[config.mk]
export PLATFORM = sky130hd
export DESIGN_NAME = dual_issue_front
export DESIGN_NICKNAME = d
export VERILOG_FILES = /design/src/front_pkg.sv /design/src/dual_issue_front.sv /design/src/id1_reg.sv /design/src/inst_queue.sv /design/src/issue.sv /design/src/predecode.sv
export SDC_FILE = /design/constraint.sdc
export NUM_CORES = 1
export LEC_CHECK = 0
export BUFFER_PORTS_ARGS = -buffer_cell sky130_fd_sc_hd__buf_2
export CAP_MARGIN = 5
export CORE_MARGIN = 3
export CORE_UTILIZATION = 25
export DETAILED_ROUTE_END_ITERATION = 6
export GPL_TIMING_DRIVEN = 0
export PLACE_DENSITY = 0.47
export SETUP_SLACK_MARGIN = 0.02
export SYNTH_ARGS = -nofsm -noshare
export SYNTH_HDL_FRONTEND = slang
export SYNTH_HIERARCHICAL = 1
export SYNTH_SLANG_ARGS = --single-unit
[constraint.sdc]
create_clock -name clk -period 8.8 [get_ports clk]
set_input_delay 0 -clock clk [delete_from_list [all_inputs] [get_ports clk]]
set_output_delay 0 -clock clk [all_outputs]
set_load 0.01 [all_outputs]
[src/front_pkg.sv]
package front_pkg;

    // ************************************************************************
    // Queue sizing
    // ************************************************************************
    localparam int queue_depth = 8;
    localparam int ptr_w       = $clog2(queue_depth);

    // ************************************************************************
    // MIPS32 opcode and funct encodings
    // ************************************************************************
    localparam logic [5:0] op_special = 6'h00;
    localparam logic [5:0] op_regimm  = 6'h01;
    localparam logic [5:0] op_j       = 6'h02;
    localparam logic [5:0] op_jal     = 6'h03;
    localparam logic [5:0] op_beq     = 6'h04;
    localparam logic [5:0] op_bne     = 6'h05;
    localparam logic [5:0] op_blez    = 6'h06;
    localparam logic [5:0] op_bgtz    = 6'h07;
    localparam logic [5:0] op_addiu   = 6'h09;
    localparam logic [5:0] op_lb      = 6'h20;
    localparam logic [5:0] op_lh      = 6'h21;
    localparam logic [5:0] op_lw      = 6'h23;
    localparam logic [5:0] op_lbu     = 6'h24;
    localparam logic [5:0] op_lhu     = 6'h25;
    localparam logic [5:0] op_sb      = 6'h28;
    localparam logic [5:0] op_sh      = 6'h29;
    localparam logic [5:0] op_sw      = 6'h2b;

    localparam logic [5:0] funct_jr   = 6'h08;
    localparam logic [5:0] funct_jalr = 6'h09;
    localparam logic [5:0] funct_mfhi = 6'h10;
    localparam logic [5:0] funct_mthi = 6'h11;
    localparam logic [5:0] funct_mflo = 6'h12;
    localparam logic [5:0] funct_mtlo = 6'h13;
    localparam logic [5:0] funct_mult = 6'h18;
    localparam logic [5:0] funct_div  = 6'h1a;
    localparam logic [5:0] funct_addu = 6'h21;

    typedef struct packed {
        logic [31:0] pc;
        logic [31:0] inst;
    } fetch_entry_t;

    typedef struct packed {
        logic        valid;
        logic [31:0] pc;
        logic [31:0] inst;
        logic [5:0]  op_code;
        logic [4:0]  rs;
        logic [4:0]  rt;
        logic [4:0]  rd;
        logic [4:0]  sa;
        logic [5:0]  funct;
        logic        w_reg_ena;
        logic [4:0]  w_reg_dst;
        logic [15:0] imme;
        logic [25:0] j_imme;
        logic        is_branch;
        logic        is_j_imme;
        logic        is_jr;
        logic        is_ls;
        logic        is_hilo;
    } decoded_t;

endpackage

[src/dual_issue_front.sv]
`timescale 1ns/100ps

module dual_issue_front (
    input  logic                    clk,
    input  logic                    arst_n,
    input  logic                    stall,
    input  logic                    push,
    input  front_pkg::fetch_entry_t push_entry,

    output logic                    full,
    output front_pkg::decoded_t     id1_1,
    output front_pkg::decoded_t     id1_2
);

    front_pkg::fetch_entry_t head_1;
    front_pkg::fetch_entry_t head_2;
    logic                    head_1_ok;
    logic                    head_2_ok;
    logic                    pop_1;
    logic                    pop_2;
    front_pkg::decoded_t     lane_1;
    front_pkg::decoded_t     lane_2;

    inst_queue queue0 (
        .clk        (clk),
        .arst_n     (arst_n),
        .push       (push),
        .push_entry (push_entry),
        .pop_1      (pop_1),
        .pop_2      (pop_2),
        .full       (full),
        .head_1     (head_1),
        .head_1_ok  (head_1_ok),
        .head_2     (head_2),
        .head_2_ok  (head_2_ok)
    );

    issue issue0 (
        .stall     (stall),
        .head_1    (head_1),
        .head_1_ok (head_1_ok),
        .head_2    (head_2),
        .head_2_ok (head_2_ok),
        .pop_1     (pop_1),
        .pop_2     (pop_2),
        .lane_1    (lane_1),
        .lane_2    (lane_2)
    );

    id1_reg id1_reg0 (
        .clk    (clk),
        .arst_n (arst_n),
        .stall  (stall),
        .lane_1 (lane_1),
        .lane_2 (lane_2),
        .id1_1  (id1_1),
        .id1_2  (id1_2)
    );

endmodule

[src/id1_reg.sv]
`timescale 1ns/100ps

module id1_reg (
    input  logic                clk,
    input  logic                arst_n,
    input  logic                stall,

    input  front_pkg::decoded_t lane_1,
    input  front_pkg::decoded_t lane_2,

    output front_pkg::decoded_t id1_1,
    output front_pkg::decoded_t id1_2
);

    front_pkg::decoded_t pay_1;
    front_pkg::decoded_t pay_2;
    logic                vld_1;
    logic                vld_2;

    always_ff @(posedge clk or negedge arst_n) begin
        if (!arst_n) begin
            vld_1 <= 1'b0;
            vld_2 <= 1'b0;
        end else if (!stall) begin
            vld_1 <= lane_1.valid;
            vld_2 <= lane_2.valid;
        end
    end

    // Payload holds under stall
    always_ff @(posedge clk) begin
        if (!stall) begin
            pay_1 <= lane_1;
            pay_2 <= lane_2;
        end
    end

    always_comb begin
        id1_1       = pay_1;
        id1_1.valid = vld_1;
        id1_2       = pay_2;
        id1_2.valid = vld_2;
    end

endmodule

[src/inst_queue.sv]
`timescale 1ns/100ps

module inst_queue (
    input  logic                   clk,
    input  logic                   arst_n,

    input  logic                   push,
    input  front_pkg::fetch_entry_t push_entry,

    input  logic                   pop_1,
    input  logic                   pop_2,

    output logic                   full,
    output front_pkg::fetch_entry_t head_1,
    output logic                   head_1_ok,
    output front_pkg::fetch_entry_t head_2,
    output logic                   head_2_ok
);

    front_pkg::fetch_entry_t mem [front_pkg::queue_depth];

    logic [front_pkg::ptr_w-1:0] rd_ptr;
    logic [front_pkg::ptr_w-1:0] wr_ptr;
    logic [front_pkg::ptr_w-1:0] rd_ptr_nxt;
    logic [front_pkg::ptr_w:0]   count;
    logic [front_pkg::ptr_w:0]   pop_cnt;
    logic                        push_ok;

    assign full      = (count == (front_pkg::ptr_w+1)'(front_pkg::queue_depth));
    assign push_ok   = push & ~full;                // Dropped when full
    assign head_1_ok = (count != '0);
    assign head_2_ok = (count >= (front_pkg::ptr_w+1)'(2));

    assign rd_ptr_nxt = rd_ptr + 1'b1;              // Wraps, depth is a power of two
    assign head_1     = mem[rd_ptr];
    assign head_2     = mem[rd_ptr_nxt];

    // Entries retired this cycle, never more than present
    always_comb begin
        pop_cnt = '0;
        if (pop_1 && head_1_ok) begin
            if (pop_2 && head_2_ok) begin
                pop_cnt = (front_pkg::ptr_w+1)'(2);
            end else begin
                pop_cnt = (front_pkg::ptr_w+1)'(1);
            end
        end
    end

    // ************************************************************************
    // Storage
    // ************************************************************************
    always_ff @(posedge clk) begin
        if (push_ok) begin
            mem[wr_ptr] <= push_entry;
        end
    end

    // ************************************************************************
    // Pointers and occupancy
    // ************************************************************************
    always_ff @(posedge clk or negedge arst_n) begin
        if (!arst_n) begin
            rd_ptr <= '0;
            wr_ptr <= '0;
            count  <= '0;
        end else begin
            if (push_ok) begin
                wr_ptr <= wr_ptr + 1'b1;
            end
            rd_ptr <= rd_ptr + pop_cnt[front_pkg::ptr_w-1:0];
            count  <= count + (front_pkg::ptr_w+1)'(push_ok) - pop_cnt;
        end
    end

endmodule

[src/issue.sv]
`timescale 1ns/100ps

module issue (
    input  logic                    stall,

    input  front_pkg::fetch_entry_t head_1,
    input  logic                    head_1_ok,
    input  front_pkg::fetch_entry_t head_2,
    input  logic                    head_2_ok,

    output logic                    pop_1,
    output logic                    pop_2,

    output front_pkg::decoded_t     lane_1,
    output front_pkg::decoded_t     lane_2
);

    front_pkg::decoded_t dec_1_out;
    front_pkg::decoded_t dec_2_out;

    logic inst_jmp_1;
    logic inst_jmp_2;
    logic raw_conflict;
    logic pair_ok;

    predecode dec_1 (
        .entry (head_1),
        .dec   (dec_1_out)
    );

    predecode dec_2 (
        .entry (head_2),
        .dec   (dec_2_out)
    );

    assign inst_jmp_1 = dec_1_out.is_branch | dec_1_out.is_j_imme | dec_1_out.is_jr;
    assign inst_jmp_2 = dec_2_out.is_branch | dec_2_out.is_j_imme | dec_2_out.is_jr;

    assign raw_conflict = dec_1_out.w_reg_ena &
        (((dec_1_out.w_reg_dst == dec_2_out.rs) && (dec_2_out.rs != 5'h0)) ||
         ((dec_1_out.w_reg_dst == dec_2_out.rt) && (dec_2_out.rt != 5'h0)));

    // Pairing rules, highest priority first
    always_comb begin
        if (inst_jmp_1) begin
            pair_ok = 1'b1;                         // Delay slot goes along
        end else if (raw_conflict || dec_1_out.is_ls || inst_jmp_2 || dec_1_out.is_hilo) begin
            pair_ok = 1'b0;
        end else begin
            pair_ok = 1'b1;
        end
    end

    assign pop_1 = ~stall & head_1_ok;
    assign pop_2 = pop_1 & head_2_ok & pair_ok;

    always_comb begin
        lane_1       = dec_1_out;
        lane_1.valid = pop_1;
        lane_2       = dec_2_out;
        lane_2.valid = pop_2;
    end

endmodule

[src/predecode.sv]
`timescale 1ns/100ps

module predecode (
    input  front_pkg::fetch_entry_t entry,
    output front_pkg::decoded_t     dec
);

    logic [5:0] op;
    logic [5:0] fn;
    logic       is_special;
    logic       is_load;
    logic       is_store;
    logic       no_write;
    logic [4:0] dst;

    assign op         = entry.inst[31:26];
    assign fn         = entry.inst[5:0];
    assign is_special = (op == front_pkg::op_special);

    assign is_load  = (op == front_pkg::op_lb)  || (op == front_pkg::op_lh) ||
                      (op == front_pkg::op_lw)  || (op == front_pkg::op_lbu) ||
                      (op == front_pkg::op_lhu);
    assign is_store = (op == front_pkg::op_sb)  || (op == front_pkg::op_sh) ||
                      (op == front_pkg::op_sw);

    // Destination: rd for R-type, ra for jal, rt otherwise
    always_comb begin
        if (is_special) begin
            dst = entry.inst[15:11];
        end else if (op == front_pkg::op_jal) begin
            dst = 5'd31;
        end else begin
            dst = entry.inst[20:16];
        end
    end

    always_comb begin
        dec           = '0;
        dec.valid     = 1'b0;                       // Filled in by issue
        dec.pc        = entry.pc;
        dec.inst      = entry.inst;
        dec.op_code   = op;
        dec.rs        = entry.inst[25:21];
        dec.rt        = entry.inst[20:16];
        dec.rd        = entry.inst[15:11];
        dec.sa        = entry.inst[10:6];
        dec.funct     = fn;
        dec.imme      = entry.inst[15:0];
        dec.j_imme    = entry.inst[25:0];

        dec.is_branch = (op == front_pkg::op_regimm) || (op == front_pkg::op_beq) ||
                        (op == front_pkg::op_bne)    || (op == front_pkg::op_blez) ||
                        (op == front_pkg::op_bgtz);
        dec.is_j_imme = (op == front_pkg::op_j) || (op == front_pkg::op_jal);
        dec.is_jr     = is_special &&
                        ((fn == front_pkg::funct_jr) || (fn == front_pkg::funct_jalr));
        dec.is_ls     = is_load || is_store;
        dec.is_hilo   = is_special &&
                        ((fn == front_pkg::funct_mfhi) || (fn == front_pkg::funct_mflo) ||
                         (fn == front_pkg::funct_mthi) || (fn == front_pkg::funct_mtlo) ||
                         (fn == front_pkg::funct_mult) || (fn == front_pkg::funct_div));

        dec.w_reg_dst = dst;
        dec.w_reg_ena = !no_write && (dst != 5'd0);  // $zero is never written
    end

    // Instructions without a GPR result
    assign no_write = is_store ||
                      (op == front_pkg::op_regimm) || (op == front_pkg::op_beq) ||
                      (op == front_pkg::op_bne)    || (op == front_pkg::op_blez) ||
                      (op == front_pkg::op_bgtz)   || (op == front_pkg::op_j) ||
                      (is_special && ((fn == front_pkg::funct_jr) ||
                                      (fn == front_pkg::funct_mthi) ||
                                      (fn == front_pkg::funct_mtlo) ||
                                      (fn == front_pkg::funct_mult) ||
                                      (fn == front_pkg::funct_div)));

endmodule

==> flow_summary.ini, run 1 <==
[run_status]
status = finished, final reports clean

[routing]
drt_iter0_markers = 1922
drtPass1Iterations = 7
avgRoutedWirePerCell_um = 24.92
route.vias.total = 22490
postRouteAntennaNets = 0
drc = 0
route.detailed.vias_per_inst = 4.571
wl_mm = 122.6

[pwr]
maximum_vdd_drop_mv = 0.2136
p_sw_share_pct = 39.85
totalPowerFinal_mw = 21.78
pwr-share-seq_pct = 28.8
p_leak_nw = 16.91
intPower_mw = 13.10
power.combinational.fraction_pct = 53.0
cellPowerDensity_nw_per_um2 = 475.3
switchingPower_mw = 8.678
power_frac_clock_pct = 18.3

[global_routing]
grt_antenna_before_repair = 16
use_met1_pct = 20.40
grt_most_used_layer = met2
grt_pass1_wl_mm = 171.6
grt_pass1_vias = 22990
groute.layer.met2.usage_pct = 25.94
grtUsageTotal_pct = 15.78
overflow = 0
grt_start_max_net_pins = 127
groute.layer.met3.usage_pct = 3.732

[finish]
multi_input_area_um2 = 9355
commonest_non_fill_non_tap_cell_in_the_layout = sky130_fd_sc_hd__edfxtp_1
post-route-cell-area_um2 = 45820
mostFrequentLayoutCells = sky130_fd_sc_hd__edfxtp_1, sky130_fd_sc_hd__buf_2, sky130_fd_sc_hd__buf_4
share_of_post_route_cells_with_drive_strength_above_1_pct = 35.67
area_growth_pct = 24.43
layout.cells.non_filler = 4919
layout.nets = 3000
finish.utilization_pct = 31.40
fillerInstances = 14460
regArea_um2 = 24620

[sta]
hold_violations = 0
worst_slew_margin_rel_pct = 6.144
share_of_the_clock_period_used_by_the_worst_path_pct = 84.61
timing.final.crit_period_ns = 7.446
finalClockSkew_ns = 0.02384
worst_slew_pin_slew_ns = 1.395
rsz0062_at_grt = no
timing.final.setup_violations = 0
timing.setup.tns_ns = 0
post-route-worst-setup-slack_ns = 1.354
drv_slew = 0
final.hold.worst_slack_ns = 0.1321
fmax_ghz = 0.1343

[placement]
dpl-instance-area_um2 = 42020
place_congestion = 0.7891
hpwl_after_dpl_mm = 83.35
io_buffers = 368
dpl.cell_count = 4669
preCtsSetupSlack_ns = 1.234

[floorplan]
die_area_um2 = 152000
chipWidth_um = 389.8
io_pins = 369
design.core.area_um2 = 145900
rows = 140
die_height_um = 389.8
floorplan.initialDensity_pct = 25.24

[critical_path]
cp_slowest_stage_delay_ns = 1.09
critPathSlowestCell = sky130_fd_sc_hd__nor4b_1
critical-path-top-cell-by-count = sky130_fd_sc_hd__ha_1
timing.critical_path.arrival_ns = 8.03
timing.critical_path.cells = ha_1 -> buf_2 -> buf_4 -> clkbuf_1 -> nor2b_1 -> a2111oi_0 -> nor4_2 -> buf_4 -> nor3_1 -> nand3_1 -> nor4b_1 -> or4_1 -> o21ai_0 -> nand3_1 -> a21oi_1 -> nand2_1 -> and3_1 -> ha_1 -> inv_1 -> ha_1 -> fa_1 -> xor2_1
timing.critical_path.to_type = register
cp_data_required_time_ns = 9.38
critical_path.max_fanout = 10
cp-start-kind = register
critical_path_class = reg2reg

[cts]
cts_hold_buf = 68
worst_setup_hold_path_clk_slew_ns = 0.06
post_cts_resize_count = 0
htreeDepth = 3
post_cts.repair.setup_buffers = 0
tritoncts = built
cts.sinks = 822
clock_root_buffer = sky130_fd_sc_hd__clkbuf_16
insertion_delay_ns = 0.70
cts-root-to-sink-buffers = 3
tritoncts.num_buffers = 98

[synth]
synthesis.instances = 2330
synth.cell_area_um2 = 36830
postSynthNetCount = 2410
synthesis.area_per_instance_um2 = 15.81
synth-warning-count = 6

[job]
maxCapViolCount = 0

[min_path]
hold_class = in2reg
-- registers in the layout, indices dropped and copies added, names as in the netlist --
register,cells
queue0/mem,512
id1_reg0/id1_1,149
id1_reg0/id1_2,149
queue0/count,4
queue0/rd_ptr,3
queue0/wr_ptr,3
id1_reg0/vld_1,1
id1_reg0/vld_2,1
-- cell type report --
type | count | share of cell area (%)
Antenna cell | 8 | 0.04369
Timing Repair Buffer | 490 | 7.178
Sequential cell | 822 | 53.74
Clock buffer | 115 | 5.584
Clock inverter | 59 | 1.182
Tap cell | 1917 | 5.234
Multi-Input combinational cell | 1057 | 20.42
Inverter | 25 | 0.2212
Buffer | 426 | 6.406
-- layer usage --
metal  wire length, um  part of all wire, %  up-vias
li1                  -                    -     9992
met5                43                0.035        -
met1             50660                   41    11340
met3              9932                  8.1      204
met2             58500                   48      947
met4              3444                  2.8        8
-- critical path: cells and delay by family (launching register included) --
kind / cells / cell delay [ns]
buffers and inverters: 5 / 1.32
DFF: 1 / 0.60
xor gates and xnor gates: 1 / 0.17
AOI/OAI and AO/OA: 3 / 0.99
adders and majority gates: 4 / 1.21
and+or+nand+nor: 9 / 3.01
-- path summary, 6_finish.rpt --
check / start / to / slack [ns] / cells after the start
max in group asynchronous: arst_n / queue0/wr_ptr[2]$_DFFE_PN0P_ / 7.87 / 3
worst min register to register: id1_reg0/vld_1$_DFFE_PN0N_ / id1_reg0/vld_1$_DFFE_PN0N_ / 0.50 / 1
worst max register to register: queue0/rd_ptr[0]$_DFF_PN0_ / queue0/count[2]$_DFF_PN0_ / 1.35 / 22
min in group asynchronous: arst_n / id1_reg0/vld_2$_DFFE_PN0N_ / 0.45 / 3
worst min-delay path: push_entry[51] / queue0/mem[7][51]$_DFFE_PP_ / 0.13 / 2
worst max-delay path: queue0/rd_ptr[0]$_DFF_PN0_ / queue0/count[2]$_DFF_PN0_ / 1.35 / 22
-- power groups by stage --
stage          registers, mW  logic, mW  clock network [mW]
5_1_grt                 6.37       12.3                4.28
4_1_cts                 6.28       11.7                4.13
3_3_place_gp            6.49       11.3                   0
2_1_floorplan           6.70       6.63                   0
6_report                6.27       11.5                3.98
3_5_place_dp            6.35       11.7                   0
(Power assumes the default switching activity.)
==> run 2, diff against run 1 <==
PLACE_DENSITY = 0.49   (was 0.47)
clock period = 6.5 ns   (was 8.8 ns; I/O delays follow)
==> run 2 against run 1 <==
First-iteration DRC count increased by 12%. Critical path depth decreased by 1. Via count is 1.5% higher. Register-to-register slack worse by 0.98 ns. Fmax increased by 22%. Non-clock buffer count grew 8. Final cell count increased by 0.37%. Hold slack lost 0.035 ns. Sequential power up 35%.
==> flow_summary.ini, run 2 (synthesized netlist as in run 1, its figures left out) <==
[sta]
timing.setup.tns_ns = 0
timing.final.crit_period_ns = 6.127
final.hold.worst_slack_ns = 0.09719
worst_slew_pin_slew_ns = 1.269
drv_slew = 0
post-route-worst-setup-slack_ns = 0.3730
timing.final.setup_violations = 0
fmax_ghz = 0.1632
worst_slew_margin_rel_pct = 14.65
finalClockSkew_ns = 0.03331
hold_violations = 0
share_of_the_clock_period_used_by_the_worst_path_pct = 94.26
rsz0062_at_grt = no

[finish]
registers.top_by_ff_count = queue0/mem
share_of_post_route_cells_with_drive_strength_above_1_pct = 36.59
post-route-cell-area_um2 = 45990
max_ffs_per_register = 512
finish.utilization_pct = 31.52
regArea_um2 = 24620
layout.nets = 3009
area_growth_pct = 24.87
mostFrequentLayoutCells = sky130_fd_sc_hd__edfxtp_1, sky130_fd_sc_hd__buf_2, sky130_fd_sc_hd__buf_4
multi_input_area_um2 = 9407
layout.cells.non_filler = 4937
fillerInstances = 14420
commonest_non_fill_non_tap_cell_in_the_layout = sky130_fd_sc_hd__edfxtp_1

[critical_path]
timing.reg2reg.setup_slack_ns = 0.37
timing.critical_path.arrival_ns = 6.72
critical_path.max_fanout = 10
timing.critical_path.to_type = register
critical_path_class = reg2reg
cp-start-kind = register
cp_data_required_time_ns = 7.09

[pwr]
cellPowerDensity_nw_per_um2 = 645.6
totalPowerFinal_mw = 29.69
p_leak_nw = 17.00
maximum_vdd_drop_mv = 0.3495

[global_routing]
grtUsageTotal_pct = 15.71
grt_antenna_before_repair = 21
overflow = 0
grt_pass1_vias = 23170
grt_pass1_wl_mm = 171.0
grt_start_max_net_pins = 129

[floorplan]
design.core.area_um2 = 145900
die_area_um2 = 152000
chipWidth_um = 389.8
die_height_um = 389.8
rows = 140
io_pins = 369
floorplan.initialDensity_pct = 25.24

[placement]
preCtsSetupSlack_ns = -1.522
io_buffers = 368
dpl-instance-area_um2 = 42010
place_congestion = 0.7912
hpwl_after_dpl_mm = 82.49
dpl.cell_count = 4670

[cts]
htreeDepth = 3
tritoncts = built
tritoncts.num_buffers = 99
cts-root-to-sink-buffers = 3
worst_setup_hold_path_clk_slew_ns = 0.06
cts.sinks = 822
insertion_delay_ns = 0.71
clock_root_buffer = sky130_fd_sc_hd__clkbuf_16

[job]
maxCapViolCount = 0

[routing]
drt_iter0_markers = 2144
drc = 0
avgRoutedWirePerCell_um = 24.75
wl_mm = 122.2
route.vias.total = 22820
drtPass1Iterations = 5
route.detailed.vias_per_inst = 4.622
postRouteAntennaNets = 0

[run_status]
status = finished, final reports clean

[min_path]
hold_class = in2reg
## run 2: worst max-delay path: stages (launching register included)
cell and delay, ns:
sky130_fd_sc_hd__dfrtp_2 0.57, sky130_fd_sc_hd__buf_6 0.28, sky130_fd_sc_hd__buf_6 0.27, sky130_fd_sc_hd__buf_6 0.26, sky130_fd_sc_hd__mux4_2 0.51, sky130_fd_sc_hd__nand2_1 0.09, sky130_fd_sc_hd__nand2_1 0.35, sky130_fd_sc_hd__or4_4 0.64
sky130_fd_sc_hd__buf_6 0.16, sky130_fd_sc_hd__o41ai_1 0.49, sky130_fd_sc_hd__inv_1 0.22, sky130_fd_sc_hd__xnor2_1 0.20, sky130_fd_sc_hd__nand4_1 0.10, sky130_fd_sc_hd__o22ai_1 0.31, sky130_fd_sc_hd__a21oi_4 0.14, sky130_fd_sc_hd__nand2_1 0.07
sky130_fd_sc_hd__and3_1 0.30, sky130_fd_sc_hd__ha_1 0.17, sky130_fd_sc_hd__inv_1 0.04, sky130_fd_sc_hd__ha_1 0.20, sky130_fd_sc_hd__fa_1 0.43, sky130_fd_sc_hd__xor2_1 0.17
## run 2: final timing paths
kind,to,from,cells after the start
setup / recovery,queue0/count[2]$_DFF_PN0_,queue0/rd_ptr[0]$_DFF_PN0_,21
hold / removal,queue0/mem[5][44]$_DFFE_PP_,push_entry[44],2
setup reg to reg,queue0/count[2]$_DFF_PN0_,queue0/rd_ptr[0]$_DFF_PN0_,21
hold reg to reg,id1_reg0/vld_1$_DFFE_PN0N_,id1_reg0/vld_1$_DFFE_PN0N_,1
max in group asynchronous,queue0/rd_ptr[0]$_DFF_PN0_,arst_n,3
min in group asynchronous,queue0/rd_ptr[1]$_DFF_PN0_,arst_n,3
## run 2: layer usage
layer	global-route usage [%]	up-vias	part of all wire, %	wire length, um
li1	-	10030	-	-
met1	20.50	11530	41	50550
met5	0	-	0.028	34
met3	3.419	224	8.2	10030
met2	25.91	1026	48	58300
met4	5.232	6	2.7	3279
## run 2: what timing repair did
| action | CTS | global route |
|---|---|---|
| resized for setup | 11 | 16 |
| endpoints found under the setup margin | 8 | 5 |
| buffers inserted | 7 | 1 |
| hold endpoints to repair | 592 | 0 |
| pin swaps | 4 | 1 |
| hold buffers | 68 | 0 |
## run 2: layout make-up
class,instances,area share (%)
Tap cell,1917,5.216
Buffer,425,6.394
Timing Repair Buffer,499,7.273
Multi-Input combinational cell,1057,20.46
Inverter,25,0.2204
Clock inverter,64,1.159
Clock buffer,117,5.673
Antenna cell,11,0.05986
Sequential cell,822,53.55
## run 2: where the power goes
group          internal [mW]  leakage [nW]  switching [mW]
logic                   6.70          7.77            9.11
registers               8.01          7.70           0.473
clock network           3.11          1.52            2.29
